File: src/rtl/sdma_pkg.sv
package sdma_pkg;

    ////////////////////////////////////////////////////////////////////////////
    // Data widths
    ////////////////////////////////////////////////////////////////////////////

    // Card stream, FIFO and Wishbone data word
    typedef logic [31:0] word_t;

    // System byte address
    typedef logic [31:0] addr_t;

    // Block counts (programmed, transferred, within boundary)
    typedef logic [15:0] blkcnt_t;

    // SDMA buffer boundary code, 4 KiB << code
    typedef logic [2:0] boundary_t;

    // Bit 1 boundary, bit 0 transfer complete
    typedef logic [1:0] irq_t;

    ////////////////////////////////////////////////////////////////////////////
    // Sequencer states
    ////////////////////////////////////////////////////////////////////////////

    typedef enum logic [2:0] {
        idle,
        wait_data,
        burst,
        block_check,
        boundary_pause,
        complete
    } seq_state_t;

    // Transfer geometry
    localparam int BURST_WORDS = 16;
    localparam int BLOCK_WORDS = 128;
    localparam int BURST_BYTES = 64;

endpackage

File: src/rtl/sdma_burst_writer.sv
module sdma_burst_writer (
    input  logic            clock,
    input  logic            reset,
    input  logic            burst_start,
    input  sdma_pkg::addr_t burst_addr,
    input  sdma_pkg::word_t fifo_data,
    output logic            fifo_rd,
    output logic            burst_done,
    output logic            wb_cyc,
    output logic            wb_stb,
    output logic            wb_we,
    output sdma_pkg::addr_t wb_adr,
    output sdma_pkg::word_t wb_dat_o,
    output logic [3:0]      wb_sel,
    input  logic            wb_ack
);
    import sdma_pkg::*;

    localparam int CNT_W = $clog2(BURST_WORDS);

    typedef enum logic [1:0] {
        wr_idle,
        wr_load,
        wr_strobe
    } wr_state_t;

    wr_state_t        state;
    logic [CNT_W-1:0] word_cnt;
    logic             open_burst;
    logic             last_word;

    assign open_burst = (state == wr_idle) && burst_start;
    assign last_word  = (word_cnt == CNT_W'(BURST_WORDS - 1));

    // Pop the head word whenever it is taken into the data register
    assign fifo_rd = open_burst || (state == wr_load);

    // Full-word writes only
    assign wb_we  = 1'b1;
    assign wb_sel = 4'hf;

    ////////////////////////////////////////////////////////////////////////////
    // Wishbone classic handshake
    ////////////////////////////////////////////////////////////////////////////

    always_ff @(posedge clock) begin
        if (!reset) begin
            state      <= wr_idle;
            wb_cyc     <= 1'b0;
            wb_stb     <= 1'b0;
            burst_done <= 1'b0;
            word_cnt   <= '0;
        end else begin
            burst_done <= 1'b0;
            case (state)
                wr_idle: begin
                    if (burst_start) begin
                        wb_cyc   <= 1'b1;
                        wb_stb   <= 1'b1;
                        word_cnt <= '0;
                        state    <= wr_strobe;
                    end
                end
                wr_strobe: begin
                    if (wb_ack) begin
                        wb_stb <= 1'b0;
                        if (last_word) begin
                            wb_cyc     <= 1'b0;
                            burst_done <= 1'b1;
                            state      <= wr_idle;
                        end else begin
                            word_cnt <= word_cnt + 1'b1;
                            state    <= wr_load;
                        end
                    end
                end
                // Strobe is low for this cycle while the next word loads
                wr_load: begin
                    wb_stb <= 1'b1;
                    state  <= wr_strobe;
                end
                default: state <= wr_idle;
            endcase
        end
    end

    // Address and data, held until ack
    always_ff @(posedge clock) begin
        if (fifo_rd) begin
            wb_dat_o <= fifo_data;
        end
        if (open_burst) begin
            wb_adr <= burst_addr;
        end else if ((state == wr_strobe) && wb_ack) begin
            wb_adr <= wb_adr + addr_t'(4);
        end
    end

    stb_inside_cyc: assert property (@(posedge clock) disable iff (!reset)
        wb_stb |-> wb_cyc);

    no_start_in_burst: assert property (@(posedge clock) disable iff (!reset)
        burst_start |-> !wb_cyc && (state == wr_idle));

endmodule

File: src/rtl/sdma_sequencer.sv
module sdma_sequencer #(
    parameter int FIFO_DEPTH = 32
) (
    input  logic                                clock,
    input  logic                                reset,
    input  logic                                start,
    input  sdma_pkg::addr_t                     sys_addr,
    input  logic                                sys_addr_load,
    input  sdma_pkg::boundary_t                 buf_boundary,
    input  sdma_pkg::blkcnt_t                   block_count,
    input  logic                                blk_count_ena,
    input  logic                                int_clear,
    input  logic [$clog2(FIFO_DEPTH + 1) - 1:0] fifo_level,
    input  logic                                burst_done,
    output logic                                fifo_flush,
    output logic                                burst_start,
    output sdma_pkg::addr_t                     burst_addr,
    output sdma_pkg::irq_t                      dma_interrupts,
    output logic                                busy
);
    import sdma_pkg::*;

    localparam int LEVEL_W          = $clog2(FIFO_DEPTH + 1);
    localparam int BURSTS_PER_BLOCK = BLOCK_WORDS / BURST_WORDS;
    localparam int BCNT_W           = $clog2(BURSTS_PER_BLOCK);

    seq_state_t        state;
    boundary_t         boundary_q;
    blkcnt_t           block_count_q;
    logic              count_ena_q;
    blkcnt_t           total_blk;
    blkcnt_t           bound_blk;
    blkcnt_t           bound_limit;
    logic [BCNT_W-1:0] burst_cnt;
    logic              burst_ready;
    logic              last_burst;
    logic              xfer_done;
    logic              bound_hit;

    // Boundary in blocks: 4 KiB << code is 8 << code blocks of 512 bytes
    assign bound_limit = blkcnt_t'(8) << boundary_q;

    // Level is stale in the cycle the flush is pending
    assign burst_ready = !fifo_flush && (fifo_level >= LEVEL_W'(BURST_WORDS));
    assign last_burst  = (burst_cnt == BCNT_W'(BURSTS_PER_BLOCK - 1));
    assign xfer_done   = count_ena_q && (total_blk == block_count_q);
    assign bound_hit   = (bound_blk == bound_limit);

    ////////////////////////////////////////////////////////////////////////////
    // Transfer FSM
    ////////////////////////////////////////////////////////////////////////////

    always_ff @(posedge clock) begin
        if (!reset) begin
            state          <= idle;
            fifo_flush     <= 1'b0;
            burst_start    <= 1'b0;
            busy           <= 1'b0;
            dma_interrupts <= '0;
            total_blk      <= '0;
            bound_blk      <= '0;
            burst_cnt      <= '0;
        end else begin
            fifo_flush  <= 1'b0;
            burst_start <= 1'b0;
            case (state)
                idle: begin
                    if (start) begin
                        fifo_flush <= 1'b1;
                        busy       <= 1'b1;
                        total_blk  <= '0;
                        bound_blk  <= '0;
                        burst_cnt  <= '0;
                        state      <= wait_data;
                    end
                end
                wait_data: begin
                    if (burst_ready) begin
                        burst_start <= 1'b1;
                        state       <= burst;
                    end
                end
                burst: begin
                    if (burst_done) begin
                        burst_cnt <= burst_cnt + 1'b1;
                        if (last_burst) begin
                            total_blk <= total_blk + 1'b1;
                            bound_blk <= bound_blk + 1'b1;
                            state     <= block_check;
                        end else begin
                            state <= wait_data;
                        end
                    end
                end
                // Completion takes priority over a boundary on the last block
                block_check: begin
                    if (xfer_done) begin
                        dma_interrupts[0] <= 1'b1;
                        state             <= complete;
                    end else if (bound_hit) begin
                        dma_interrupts[1] <= 1'b1;
                        state             <= boundary_pause;
                    end else begin
                        state <= wait_data;
                    end
                end
                boundary_pause: begin
                    if (sys_addr_load) begin
                        bound_blk <= '0;
                        state     <= wait_data;
                    end
                end
                complete: begin
                    busy  <= 1'b0;
                    state <= idle;
                end
                default: state <= idle;
            endcase
            if (int_clear) begin
                dma_interrupts <= '0;
            end
        end
    end

    // Programmed values and the running system address
    always_ff @(posedge clock) begin
        if ((state == idle) && start) begin
            burst_addr    <= sys_addr;
            boundary_q    <= buf_boundary;
            block_count_q <= block_count;
            count_ena_q   <= blk_count_ena;
        end else if ((state == burst) && burst_done) begin
            burst_addr <= burst_addr + addr_t'(BURST_BYTES);
        end else if ((state == boundary_pause) && sys_addr_load) begin
            burst_addr <= sys_addr;
        end
    end

    // The full burst is still in the FIFO when the writer is started
    burst_from_wait_data: assert property (@(posedge clock) disable iff (!reset)
        burst_start |-> $past(state == wait_data)
                        && (fifo_level >= LEVEL_W'(BURST_WORDS)));

endmodule

File: src/rtl/sdma_top.sv
module sdma_top #(
    parameter int FIFO_DEPTH = 32
) (
    input  logic                clock,
    input  logic                reset,
    input  sdma_pkg::word_t     card_data,
    input  logic                card_valid,
    output logic                card_ready,
    input  logic                start,
    input  sdma_pkg::addr_t     sys_addr,
    input  logic                sys_addr_load,
    input  sdma_pkg::boundary_t buf_boundary,
    input  sdma_pkg::blkcnt_t   block_count,
    input  logic                blk_count_ena,
    input  logic                int_clear,
    output sdma_pkg::irq_t      dma_interrupts,
    output logic                busy,
    output logic                wb_cyc,
    output logic                wb_stb,
    output logic                wb_we,
    output sdma_pkg::addr_t     wb_adr,
    output sdma_pkg::word_t     wb_dat_o,
    output logic [3:0]          wb_sel,
    input  logic                wb_ack
);
    import sdma_pkg::*;

    localparam int LEVEL_W = $clog2(FIFO_DEPTH + 1);

    // FIFO to writer
    word_t              fifo_data;
    logic               fifo_rd;
    logic [LEVEL_W-1:0] fifo_level;

    // Sequencer control
    logic               fifo_flush;
    logic               burst_start;
    addr_t              burst_addr;
    logic               burst_done;

    sdma_word_fifo #(
        .FIFO_DEPTH (FIFO_DEPTH)
    ) sdma_word_fifo_inst (
        .clock      (clock),
        .reset      (reset),
        .fifo_flush (fifo_flush),
        .card_data  (card_data),
        .card_valid (card_valid),
        .card_ready (card_ready),
        .fifo_rd    (fifo_rd),
        .fifo_data  (fifo_data),
        .fifo_level (fifo_level)
    );

    sdma_burst_writer sdma_burst_writer_inst (
        .clock       (clock),
        .reset       (reset),
        .burst_start (burst_start),
        .burst_addr  (burst_addr),
        .fifo_data   (fifo_data),
        .fifo_rd     (fifo_rd),
        .burst_done  (burst_done),
        .wb_cyc      (wb_cyc),
        .wb_stb      (wb_stb),
        .wb_we       (wb_we),
        .wb_adr      (wb_adr),
        .wb_dat_o    (wb_dat_o),
        .wb_sel      (wb_sel),
        .wb_ack      (wb_ack)
    );

    sdma_sequencer #(
        .FIFO_DEPTH (FIFO_DEPTH)
    ) sdma_sequencer_inst (
        .clock          (clock),
        .reset          (reset),
        .start          (start),
        .sys_addr       (sys_addr),
        .sys_addr_load  (sys_addr_load),
        .buf_boundary   (buf_boundary),
        .block_count    (block_count),
        .blk_count_ena  (blk_count_ena),
        .int_clear      (int_clear),
        .fifo_level     (fifo_level),
        .burst_done     (burst_done),
        .fifo_flush     (fifo_flush),
        .burst_start    (burst_start),
        .burst_addr     (burst_addr),
        .dma_interrupts (dma_interrupts),
        .busy           (busy)
    );

endmodule

File: src/rtl/sdma_word_fifo.sv
module sdma_word_fifo #(
    parameter int FIFO_DEPTH = 32
) (
    input  logic                               clock,
    input  logic                               reset,
    input  logic                               fifo_flush,
    input  sdma_pkg::word_t                    card_data,
    input  logic                               card_valid,
    output logic                               card_ready,
    input  logic                               fifo_rd,
    output sdma_pkg::word_t                    fifo_data,
    output logic [$clog2(FIFO_DEPTH + 1) - 1:0] fifo_level
);
    import sdma_pkg::*;

    localparam int PTR_W   = $clog2(FIFO_DEPTH);
    localparam int LEVEL_W = $clog2(FIFO_DEPTH + 1);

    word_t              mem [FIFO_DEPTH];
    logic [PTR_W-1:0]   wr_ptr;
    logic [PTR_W-1:0]   rd_ptr;
    logic [LEVEL_W-1:0] count;
    logic               push;

    // Hold the card off while full or while being emptied
    assign card_ready = (count != LEVEL_W'(FIFO_DEPTH)) && !fifo_flush;
    assign push       = card_valid && card_ready;
    assign fifo_data  = mem[rd_ptr];
    assign fifo_level = count;

    always_ff @(posedge clock) begin
        if (push) begin
            mem[wr_ptr] <= card_data;
        end
    end

    // Pointers wrap on their own, depth is a power of two
    always_ff @(posedge clock) begin
        if (!reset || fifo_flush) begin
            wr_ptr <= '0;
            rd_ptr <= '0;
            count  <= '0;
        end else begin
            if (push) begin
                wr_ptr <= wr_ptr + 1'b1;
            end
            if (fifo_rd) begin
                rd_ptr <= rd_ptr + 1'b1;
            end
            case ({push, fifo_rd})
                2'b10:   count <= count + 1'b1;
                2'b01:   count <= count - 1'b1;
                default: count <= count;
            endcase
        end
    end

    no_read_when_empty: assert property (@(posedge clock) disable iff (!reset)
        fifo_rd |-> count != '0);

    // A write never lands on the slot of an unread word
    no_write_when_full: assert property (@(posedge clock) disable iff (!reset)
        push |-> (count == '0) || (wr_ptr != rd_ptr));

endmodule

File: config.mk
export PLATFORM = sky130hd
export DESIGN_NAME = sdma_top
export DESIGN_NICKNAME = d
export VERILOG_FILES = /design/src/rtl/sdma_pkg.sv /design/src/rtl/sdma_burst_writer.sv /design/src/rtl/sdma_sequencer.sv /design/src/rtl/sdma_top.sv /design/src/rtl/sdma_word_fifo.sv
export SDC_FILE = /design/constraint.sdc
export NUM_CORES = 1
export LEC_CHECK = 0
export ABC_AREA = 1
export BUFFER_PORTS_ARGS = -buffer_cell sky130_fd_sc_hd__buf_4
export CAP_MARGIN = 30
export CORE_MARGIN = 4
export CORE_UTILIZATION = 35
export DETAILED_ROUTE_END_ITERATION = 6
export PLACE_DENSITY_LB_ADDON = 0.2
export SLEW_MARGIN = 20
export SYNTH_ARGS = -nofsm -noshare
export SYNTH_HDL_FRONTEND = slang
export SYNTH_SLANG_ARGS = --single-unit
File: constraint.sdc
create_clock -name clock -period 4.1 [get_ports clock]
set_input_delay 0.82 -clock clock [delete_from_list [all_inputs] [get_ports clock]]
set_output_delay 0.82 -clock clock [all_outputs]
set_load 0.05 [all_outputs]
==> results.yml, run 1 <==
cells_and_area:
  layout_commonest_cell: "sky130_fd_sc_hd__edfxtp_1"
  top_library_cells_by_usage_in_the_layout_fill_and_taps_aside: "sky130_fd_sc_hd__edfxtp_1 (1,140), sky130_fd_sc_hd__nor2_1 (618), sky130_fd_sc_hd__o21ai_0 (578)"
  finalNonFillerCells: 6116
  synthToLayoutAreaGrowth_pct: 17.1
  drive_gt1_share_pct: 12.5
  layout.core_utilization_pct: 41.5
  fin_nets: 4253
clock_tree:
  tritoncts_clock_tree: "built"
  root_buffer: "sky130_fd_sc_hd__clkbuf_16"
  cts.hold.buffers_added: 0
  clock_path_buffers: 3
  cts.reportedPaths.clkPinSlew_ps: 60
  worst_skew_pair.late_latency_ps: 760
  cts_inserted_buffers: 135
  postCtsResizedCells: 0
  cts_max_level: 4
  cts_setup_buffers: 0
  clock_sinks: 1208
pwr:
  irDropWorstVdd_mv: 0.440
  power_density_over_the_cells_nw_per_um2: 538
  design_power_total_uw: 30800
  power.static_leakage_uw: 0.0192
synthesis:
  count_of_flip_flops_with_a_built_in_enable_after_synthesis: 1140
  dominantRegCellSynth: "sky130_fd_sc_hd__edfxtp_1"
  synth-seq-area-share_pct: 72.8
  synth_cell_types: 48
  netlist_area_um2: 48900
  netlist_instances: 3968
  synth_area_per_cell_um2: 12.3
  synth-async-reset-ratio_pct: 0
  ys_seq_elements: 1208
  synth_warn: 0
hold_path:
  timing.hold.worst.class: "in -> reg"
critical_path:
  worst_setup_path_start_kind: "register"
  setup.worst_path.class: "reg -> reg"
  required_ps: 4530
  worstPathMaxFanout: 19
  arrival_time_worst_endpoint_ps: 3370
  endpoint_kind: "register"
placement:
  finalWeightedCongestion: 0.857
  port_buffers: 160
  detailed_place_hpwl_mm: 84.9
  place_worst_setup_slack_ps: 1040
  placedCellCount: 5872
sta:
  worst_slack_setup_final_ps: 1160
  final_min_period_ps: 2940
  min_period_over_period_pct: 71.6
  timing_hold_violations_final: 0
  grt_setup_unrepaired: "no"
  timing_worst_slew_pin_value_ps: 890
  achievable-frequency_mhz: 341
  report.final.setup_viol: 0
  fin_worst_skew_ps: 24.7
  slew_headroom_pct: 40.6
  slew_viol_final: 0
global_route:
  grt_pass1_vias: 31400
  grt_start_max_net_pins: 137
  track_usage_pct: 19.3
  grt_antenna_before_repair: 5
  wire_length_of_the_first_global_routing_pass_mm: 212
  grt_overflow_total: 0
flow_run:
  cap_violations: 0
floorplanning:
  core_area_um2: 138000
  fp.dieArea_um2: 146000
  initial_core_util_pct: 35.4
  std_cell_rows: 136
  io_pins: 166
  die_w_um: 382
  die_height_um: 382
drt:
  detail_route.wl_per_cell_um: 23.5
  drc_viols: 0
  route.final.wire_length_mm: 144
  vias: 32200
  antenna_violating_nets_post_route: 0
  drt-vias-per-instance: 5.27
  detailedRoute.firstIterationViolations: 2806
  dr.pass1.iters: 7
outcome:
  status: "finished, final reports clean"
[worst paths after layout]
kind,from,to,slack (ps),cells past startpoint
worst max-delay path,sdma_word_fifo_inst.fifo_level[0],sdma_word_fifo_inst.mem[30][3],1160,7
worst min-delay path,buf_boundary[2],sdma_sequencer_inst.boundary_q[2],250,1
worst max register to register,sdma_word_fifo_inst.fifo_level[0],sdma_word_fifo_inst.mem[30][3],1160,7
worst min register to register,sdma_sequencer_inst.burst_cnt[1],sdma_sequencer_inst.burst_cnt[1],470,2
[report_power, final]
part           switching (µW)  internal, µW  total, µW
sequential                367         14100      14500
clock                    4940          6990      11900
combinational            3180          1220       4400
[cells in the mapped netlist (3+ instances only)]
master / instances / area, µm²
sky130_fd_sc_hd__a211oi_1: 6 / 45.0
sky130_fd_sc_hd__a21oi_1: 49 / 245
sky130_fd_sc_hd__a31oi_1: 3 / 18.8
sky130_fd_sc_hd__buf_1: 14 / 52.6
sky130_fd_sc_hd__buf_2: 24 / 120
sky130_fd_sc_hd__buf_4: 6 / 45.0
sky130_fd_sc_hd__clkbuf_1: 188 / 706
sky130_fd_sc_hd__clkinv_1: 4 / 15.0
sky130_fd_sc_hd__dfxtp_1: 68 / 1360
sky130_fd_sc_hd__edfxtp_1: 1140 / 34200
sky130_fd_sc_hd__ha_1: 16 / 200
sky130_fd_sc_hd__inv_1: 165 / 619
sky130_fd_sc_hd__inv_2: 4 / 15.0
sky130_fd_sc_hd__nand2_1: 404 / 1520
sky130_fd_sc_hd__nand2_2: 3 / 18.8
sky130_fd_sc_hd__nand2_4: 4 / 45.0
sky130_fd_sc_hd__nand3_1: 128 / 641
sky130_fd_sc_hd__nand3_2: 4 / 40.0
sky130_fd_sc_hd__nand3b_1: 5 / 37.5
sky130_fd_sc_hd__nand4_1: 55 / 344
sky130_fd_sc_hd__nor2_1: 648 / 2430
sky130_fd_sc_hd__nor2_2: 10 / 62.6
sky130_fd_sc_hd__nor2_4: 5 / 56.3
sky130_fd_sc_hd__nor3_1: 29 / 145
sky130_fd_sc_hd__nor4_1: 5 / 31.3
sky130_fd_sc_hd__o211ai_1: 24 / 180
sky130_fd_sc_hd__o21a_1: 4 / 30.0
sky130_fd_sc_hd__o21ai_0: 579 / 2900
sky130_fd_sc_hd__o21ai_1: 35 / 175
sky130_fd_sc_hd__o221ai_1: 104 / 911
sky130_fd_sc_hd__o22ai_1: 152 / 951
sky130_fd_sc_hd__xnor2_1: 19 / 166
sky130_fd_sc_hd__xor2_1: 46 / 403
[final cells by class]
type / instances / area (µm²)
Clock buffer: 170 / 3600
Antenna cell: 2 / 5.00
Tap cell: 1863 / 2330
Fill cell: 13000 / 80900
Inverter: 175 / 682
Sequential cell: 1208 / 35600
Clock inverter: 72 / 708
Timing Repair Buffer: 270 / 2340
Multi-Input combinational cell: 2356 / 12000
[per-stage QoR]
stage	hold WS, ps	setup TNS (ps)	instance area (µm²)
3_5_place_dp	457	0	53000
5_1_grt	198	0	57300
6_report	251	0	57300
4_1_cts	183	0	57300
3_3_place_gp	450	0	52900
2_1_floorplan	435	-39110	48900
[state kept, by name, summed over array words and instances (netlist names), 3 cells and up]
name and cells:
sdma_burst_writer_inst.wb_adr 32, sdma_burst_writer_inst.wb_dat_o 32, sdma_word_fifo_inst.rd_ptr 5, sdma_burst_writer_inst.word_cnt 4
sdma_sequencer_inst.state 3, sdma_word_fifo_inst.mem 1024, sdma_sequencer_inst.bound_blk 16, sdma_sequencer_inst.burst_cnt 3
sdma_sequencer_inst.burst_addr 32, sdma_word_fifo_inst.fifo_level 6, sdma_sequencer_inst.block_count_q 16, sdma_word_fifo_inst.wr_ptr 5
sdma_sequencer_inst.boundary_q 3, sdma_sequencer_inst.total_blk 16
[worst max-delay path: stages (launching register included)]
cell and delay (ps):
sky130_fd_sc_hd__dfxtp_1 410, sky130_fd_sc_hd__nor2_1 80, sky130_fd_sc_hd__a31oi_1 260, sky130_fd_sc_hd__nand2_1 270, sky130_fd_sc_hd__inv_1 180, sky130_fd_sc_hd__nand2_1 410, sky130_fd_sc_hd__nor2_4 700, sky130_fd_sc_hd__buf_12 290
[cells by family (layout without fill, tap and decap cells)]
logic type / count (synthesis) / count (layout) / share of synthesized area [%]
AND/OR/NAND/NOR: 1309 / 1309 / 11.1
AO/OA/AOI/OAI: 961 / 961 / 11.2
XOR/XNOR: 65 / 65 / 1.16
buffers and inverters: 408 / 687 / 3.27
adder cells (fa/ha/maj): 16 / 16 / 0.409
flip-flops: 1208 / 1208 / 72.8
other: 1 / 7 / 0.00767
[per-layer routing]
layer  global-route usage, %  wire, µm
met5                       0        12
met4                    4.86      2890
met3                    3.61      9230
met2                    31.7     68400
met1                    26.5     63100
Note: power is estimated with default switching activity, not from simulation.
==> run 2: changes to the inputs <==
==> constraint.sdc (replaced) <==
create_clock -name clock -period 2.85 [get_ports clock]
set_input_delay 0.57 -clock clock [delete_from_list [all_inputs] [get_ports clock]]
set_output_delay 0.57 -clock clock [all_outputs]
set_load 0.05 [all_outputs]
==> results.yml, run 2 (same netlist as run 1, synthesis figures left out) <==
outcome:
  status: "finished, final reports clean"
pwr:
  power_density_over_the_cells_nw_per_um2: 761
  irDropWorstVdd_mv: 0.485
  power.static_leakage_uw: 0.0196
  design_power_total_uw: 44200
critical_path:
  crit_path_cell_trace: "inv_8, buf_12, buf_4, buf_4, o21ai_0, o22ai_1, o211ai_1, nand4_1, o21ai_1, inv_1"
  cp_common_cell: "sky130_fd_sc_hd__buf_4"
  r2r_cells: 10
  startpoint_of_the_most_critical_register_to_register_path: "sdma_word_fifo_inst.rd_ptr[0]"
  critical-path-slowest-cell: "sky130_fd_sc_hd__dfxtp_4"
  ff2ff_setup_slack_ps: 350
  worstPathMaxFanout: 83
  max_stage_delay_ps: 570
  required_ps: 3370
  endpoint_kind: "register"
  arrival_time_worst_endpoint_ps: 3020
  setup.worst_path.class: "reg -> reg"
  worst_r2r_endpoint: "sdma_burst_writer_inst.wb_dat_o[17]"
  worst_setup_path_start_kind: "register"
sta:
  grt_setup_unrepaired: "no"
  slew_headroom_pct: 49.4
  hold_ws_ps: 67.8
  final_min_period_ps: 2500
  report.final.setup_viol: 0
  min_period_over_period_pct: 87.8
  achievable-frequency_mhz: 399
  fin_worst_skew_ps: 20.9
  slew_viol_final: 0
  timing_worst_slew_pin_value_ps: 760
  timing_hold_violations_final: 0
floorplanning:
  die_height_um: 382
  initial_core_util_pct: 35.4
  die_w_um: 382
  std_cell_rows: 136
  core_area_um2: 138000
  io_pins: 166
  fp.dieArea_um2: 146000
cells_and_area:
  layout.core_utilization_pct: 42.1
  final_design_area_no_fill_um2: 58100
  synthToLayoutAreaGrowth_pct: 18.8
  layout_commonest_cell: "sky130_fd_sc_hd__edfxtp_1"
  finalNonFillerCells: 6184
  number_of_flip_flops_under_the_largest_register_name: 1024
  top_library_cells_by_usage_in_the_layout_fill_and_taps_aside: "sky130_fd_sc_hd__edfxtp_1 (1,140), sky130_fd_sc_hd__nor2_1 (618), sky130_fd_sc_hd__o21ai_0 (577)"
  antenna_cells: 0
  regMostFlops: "sdma_word_fifo_inst.mem"
  drive_gt1_share_pct: 13.7
  fin_nets: 4321
clock_tree:
  postCtsResizedCells: 0
  cts_max_level: 4
  clock_path_buffers: 3
  clock_sinks: 1208
  worst_skew_pair.late_latency_ps: 770
  tritoncts_clock_tree: "built"
  cts_inserted_buffers: 135
  root_buffer: "sky130_fd_sc_hd__clkbuf_16"
  cts.reportedPaths.clkPinSlew_ps: 60
drt:
  detail_route.wl_per_cell_um: 23.4
  drc_viols: 0
  route.final.wire_length_mm: 145
  antenna_violating_nets_post_route: 0
  dr.pass1.iters: 6
  vias: 32700
  detailedRoute.firstIterationViolations: 2647
  drt-vias-per-instance: 5.28
global_route:
  wire_length_of_the_first_global_routing_pass_mm: 214
  grt_pass1_vias: 31700
  track_usage_pct: 19.5
  grt_start_max_net_pins: 84
  grt_overflow_total: 0
  grt_antenna_before_repair: 2
flow_run:
  cap_violations: 0
hold_path:
  min_to: "sdma_sequencer_inst.dma_interrupts[0]"
  hold_path_startpoint: "int_clear"
  timing.hold.worst.class: "in -> reg"
  holdPathStages: 3
placement:
  post_dp_cell_area_um2: 53700
  detailed_place_hpwl_mm: 88.7
  placedCellCount: 5920
  port_buffers: 160
  finalWeightedCongestion: 0.832
==> run 2: cell count changes in the layout (fill, tap and decap cells not counted), sizes merged <==
cell         delta
diode           -2
clkinvlp        +3
dlygate4sd3    +20
inv             +2
bufinv          -5
buf            +48
clkinv          +2
==> run 2: worst max path at each step <==
stage	startpoint	to	slack, ps	cells after the start
4_1_cts	sdma_word_fifo_inst.rd_ptr[0]	sdma_burst_writer_inst.wb_dat_o[17]	330	10
5_1_grt	sdma_word_fifo_inst.rd_ptr[0]	sdma_burst_writer_inst.wb_dat_o[17]	140	10
2_1_floorplan	wb_ack	sdma_word_fifo_inst.fifo_level[4]	-5	16
3_5_place_dp	wb_ack	sdma_word_fifo_inst.rd_ptr[4]	180	11
6_report	sdma_word_fifo_inst.rd_ptr[0]	sdma_burst_writer_inst.wb_dat_o[17]	350	10
3_3_place_gp	wb_ack	sdma_word_fifo_inst.rd_ptr[4]	110	11
==> run 2: routing by layer <==
| metal | wire length [µm] | global-route usage (%) |
|---|---|---|
| met5 | 0 | 0 |
| met4 | 3010 | 5.22 |
| met3 | 8260 | 3.18 |
| met2 | 69600 | 32.5 |
| met1 | 63900 | 26.6 |
==> run 2: per-stage QoR <==
stage                     setup TNS, ps  worst slack [ps]
final                                 0               347
after global routing                  0               140
after global placement                0               110
after floorplan                   -4.65             -4.65
after CTS                             0               328
after detailed placement              0               177
==> run 2: timing repair <==
action                                 in CTS  in global routing
endpoints found under the hold margin      20                  0
hold buffers                               20                  0
buffers inserted                            0                  0
==> run 2: final cells by class <==
class                      instances  area (µm²)
inverter                         175         694
clock inverter                    74         667
timing repair buffer             338        3160
tap                             1863        2330
multi-input combinational       2356       12100
fill                           12900       80100
sequential                      1208       35600
clock buffer                     170        3590
==> run 2: power breakdown <==
group	total, µW	leakage, µW	internal (µW)	switching (µW)
Combinational	6590	0.00666	1970	4620
Sequential	20800	0.0109	20300	538
Clock	16800	0.00207	9640	7170
Total	44200	0.0196	31900	12300
==> run 2: worst max-delay path: cells and delay by family (launching register included) <==
| kind | cells | cell delay, ps |
|---|---|---|
| compound gates | 4 | 580 |
| flops | 1 | 570 |
| buf+inv | 5 | 900 |
| simple gates | 1 | 180 |
==> run 3: changes to the inputs <==
--- a/config.mk
+++ b/config.mk
@@ -15,4 +15,5 @@
 export SLEW_MARGIN = 20
 export SYNTH_ARGS = -nofsm -noshare
 export SYNTH_HDL_FRONTEND = slang
+export SYNTH_HIERARCHICAL = 1
 export SYNTH_SLANG_ARGS = --single-unit
==> results.yml, run 3 <==
outcome:
  status: "finished, final reports clean"
synthesis:
  synth.area.top_cells: "sky130_fd_sc_hd__edfxtp_1 (67%), sky130_fd_sc_hd__nand2_1 (11%), sky130_fd_sc_hd__nand3_1 (7.1%), sky130_fd_sc_hd__dfxtp_1 (2.9%), sky130_fd_sc_hd__a21oi_1 (2.4%)"
  synth-async-reset-ratio_pct: 0
  synth_warn: 6
  synth_most_common_cell: "sky130_fd_sc_hd__nand2_1"
  netlist_instances: 4549
  ys_seq_elements: 1213
  netlist_area_um2: 50900
  dominantRegCellSynth: "sky130_fd_sc_hd__edfxtp_1"
  synth_area_per_cell_um2: 11.2
  synth.top_cells.by_count: "sky130_fd_sc_hd__nand2_1 (1,516), sky130_fd_sc_hd__edfxtp_1 (1,140), sky130_fd_sc_hd__nand3_1 (726), sky130_fd_sc_hd__a21oi_1 (246), sky130_fd_sc_hd__nor2_1 (179)"
  synth-seq-area-share_pct: 70.1
  count_of_flip_flops_with_a_built_in_enable_after_synthesis: 1140
  synth_largest_area_cell: "sky130_fd_sc_hd__edfxtp_1"
  synth_top_area_share_pct: 67.2
  synth_cell_types: 48
global_route:
  grt_overflow_total: 0
  grt_start_max_net_pins: 115
  grt_antenna_before_repair: 6
  grt_pass1_vias: 33300
  track_usage_pct: 18.7
  wire_length_of_the_first_global_routing_pass_mm: 215
cells_and_area:
  drive_gt1_share_pct: 11.8
  number_of_flip_flops_under_the_largest_register_name: 1024
  synthToLayoutAreaGrowth_pct: 16.6
  fin_nets: 4873
  layout_commonest_cell: "sky130_fd_sc_hd__nand2_1"
  top_library_cells_by_usage_in_the_layout_fill_and_taps_aside: "sky130_fd_sc_hd__nand2_1 (1,516), sky130_fd_sc_hd__edfxtp_1 (1,140), sky130_fd_sc_hd__nand3_1 (726)"
  regMostFlops: "sdma_word_fifo_inst/mem"
  final_design_area_no_fill_um2: 59400
floorplanning:
  die_height_um: 389
  die_w_um: 389
  std_cell_rows: 139
  initial_core_util_pct: 35.4
  core_area_um2: 144000
  fp.dieArea_um2: 152000
  io_pins: 166
placement:
  detailed_place_hpwl_mm: 84.7
  finalWeightedCongestion: 0.825
  port_buffers: 160
  post_dp_cell_area_um2: 54900
clock_tree:
  tritoncts_clock_tree: "built"
  clock_sinks: 1213
  cts.reportedPaths.clkPinSlew_ps: 60
  cts_max_level: 4
  cts_inserted_buffers: 138
  postCtsResizedCells: 0
  cts.hold.buffers_added: 21
  cts_setup_buffers: 0
  clock_path_buffers: 3
  root_buffer: "sky130_fd_sc_hd__clkbuf_16"
  worst_skew_pair.late_latency_ps: 780
sta:
  min_period_over_period_pct: 83.4
  achievable-frequency_mhz: 421
  slew_headroom_pct: 40.9
  timing_worst_slew_pin_value_ps: 885
  final_min_period_ps: 2380
  fin_worst_skew_ps: 45.0
  grt_setup_unrepaired: "no"
  sum_of_negative_setup_slack_ps: 0
  report.final.setup_viol: 0
  slew_viol_final: 0
  timing_hold_violations_final: 0
pwr:
  irDropWorstVdd_mv: 0.387
  design_power_total_uw: 42900
  power.static_leakage_uw: 0.0212
  power_density_over_the_cells_nw_per_um2: 723
critical_path:
  startpoint_of_the_most_critical_register_to_register_path: "sdma_word_fifo_inst/fifo_level[2]"
  max_stage_delay_ps: 400
  r2r_cells: 9
  worst_setup_path_start_kind: "register"
  timing.critical_path.max_delay_family: "buffers and inverters"
  critical-path-slowest-cell: "sky130_fd_sc_hd__dfxtp_1"
  setup.worst_path.start: "sdma_word_fifo_inst/fifo_level[2]"
  arrival_time_worst_endpoint_ps: 2810
  timing.critical_path.buf_inv: 4
  timing.critical_path.depth: 9
  worstPathMaxFanout: 32
  setup.worst_path.class: "reg -> reg"
  required_ps: 3280
  crit_path_cell_trace: "nor2_1, nand4_1, nand3_1, buf_4, inv_1, nand2_1, buf_4, nor2_4, buf_12"
  cp_common_cell: "sky130_fd_sc_hd__buf_4"
  endpoint_kind: "register"
flow_run:
  cap_violations: 0
drt:
  dr.pass1.iters: 6
  vias: 34200
  route.final.wire_length_mm: 144
  detail_route.wl_per_cell_um: 21.2
  drt-vias-per-instance: 5.05
  antenna_violating_nets_post_route: 0
  drc_viols: 0
  detailedRoute.firstIterationViolations: 2706
hold_path:
  timing.hold.worst.class: "in -> reg"
  holdPathStages: 3
  hold_path_startpoint: "sys_addr[2]"
==> run 3: per-stage QoR <==
step | util, % | setup slack (ps) | cells | hold WS (ps)
finish | 41.2 | 473 | 6778 | 73.7
global route | 41.2 | 373 | 6775 | 28.7
CTS | 41.2 | 485 | 6774 | 3.28
detailed placement | 38.1 | 357 | 6508 | 439
global placement | 38.1 | 329 | 6508 | 441
floorplan | - | -642 | 4553 | 422
==> run 3: cell families after synthesis <==
logic type | Yosys count | synth area share, %
other cells | 1 | 0.00736
xor+xnor | 41 | 0.705
fa+ha+maj | 16 | 0.393
buf+inv | 393 | 3.92
compound gates | 363 | 3.83
simple gates | 2522 | 21.0
flops | 1213 | 70.1
==> run 3: final cells by class <==
| cell class | count | area (µm²) |
|---|---|---|
| Tap cell | 1903 | 2380 |
| Antenna cell | 4 | 10.0 |
| Fill cell | 13800 | 84600 |
| Sequential cell | 1213 | 35700 |
| Timing Repair Buffer | 326 | 3010 |
| Multi-Input combinational cell | 2947 | 13500 |
| Clock inverter | 71 | 582 |
| Inverter | 140 | 554 |
| Clock buffer | 174 | 3660 |
==> run 3: metal layers <==
| layer | global-route usage (%) | vias to the layer above | wire [µm] |
|---|---|---|---|
| li1 | - | 16300 | - |
| met1 | 25.4 | 17100 | 64600 |
| met2 | 31.0 | 732 | 69600 |
| met3 | 3.35 | 189 | 6790 |
| met4 | 4.97 | 4 | 3020 |
| met5 | 0 | - | 23 |
==> run 3: worst reg2reg max path, stage by stage, from the launching register on <==
cell and delay (ps):
sky130_fd_sc_hd__dfxtp_1 400, sky130_fd_sc_hd__nor2_1 70, sky130_fd_sc_hd__nand4_1 100, sky130_fd_sc_hd__nand3_1 140, sky130_fd_sc_hd__buf_4 180, sky130_fd_sc_hd__inv_1 90
sky130_fd_sc_hd__nand2_1 370, sky130_fd_sc_hd__buf_4 300, sky130_fd_sc_hd__nor2_4 90, sky130_fd_sc_hd__buf_12 280
==> run 3: worst paths after layout <==
path | endpoint | slack (ps)
max | sdma_word_fifo_inst/mem[6][1] | 470
min | sdma_sequencer_inst/burst_addr[2] | 70
max reg2reg | sdma_word_fifo_inst/mem[6][1] | 470
min reg2reg | sdma_sequencer_inst/dma_interrupts[1] | 450
==> run 3: report_power, final <==
group          switching [µW]  internal, µW
logic                    3670          1560
registers                 532         20400
clock network            7200          9580
total                   11400         31500
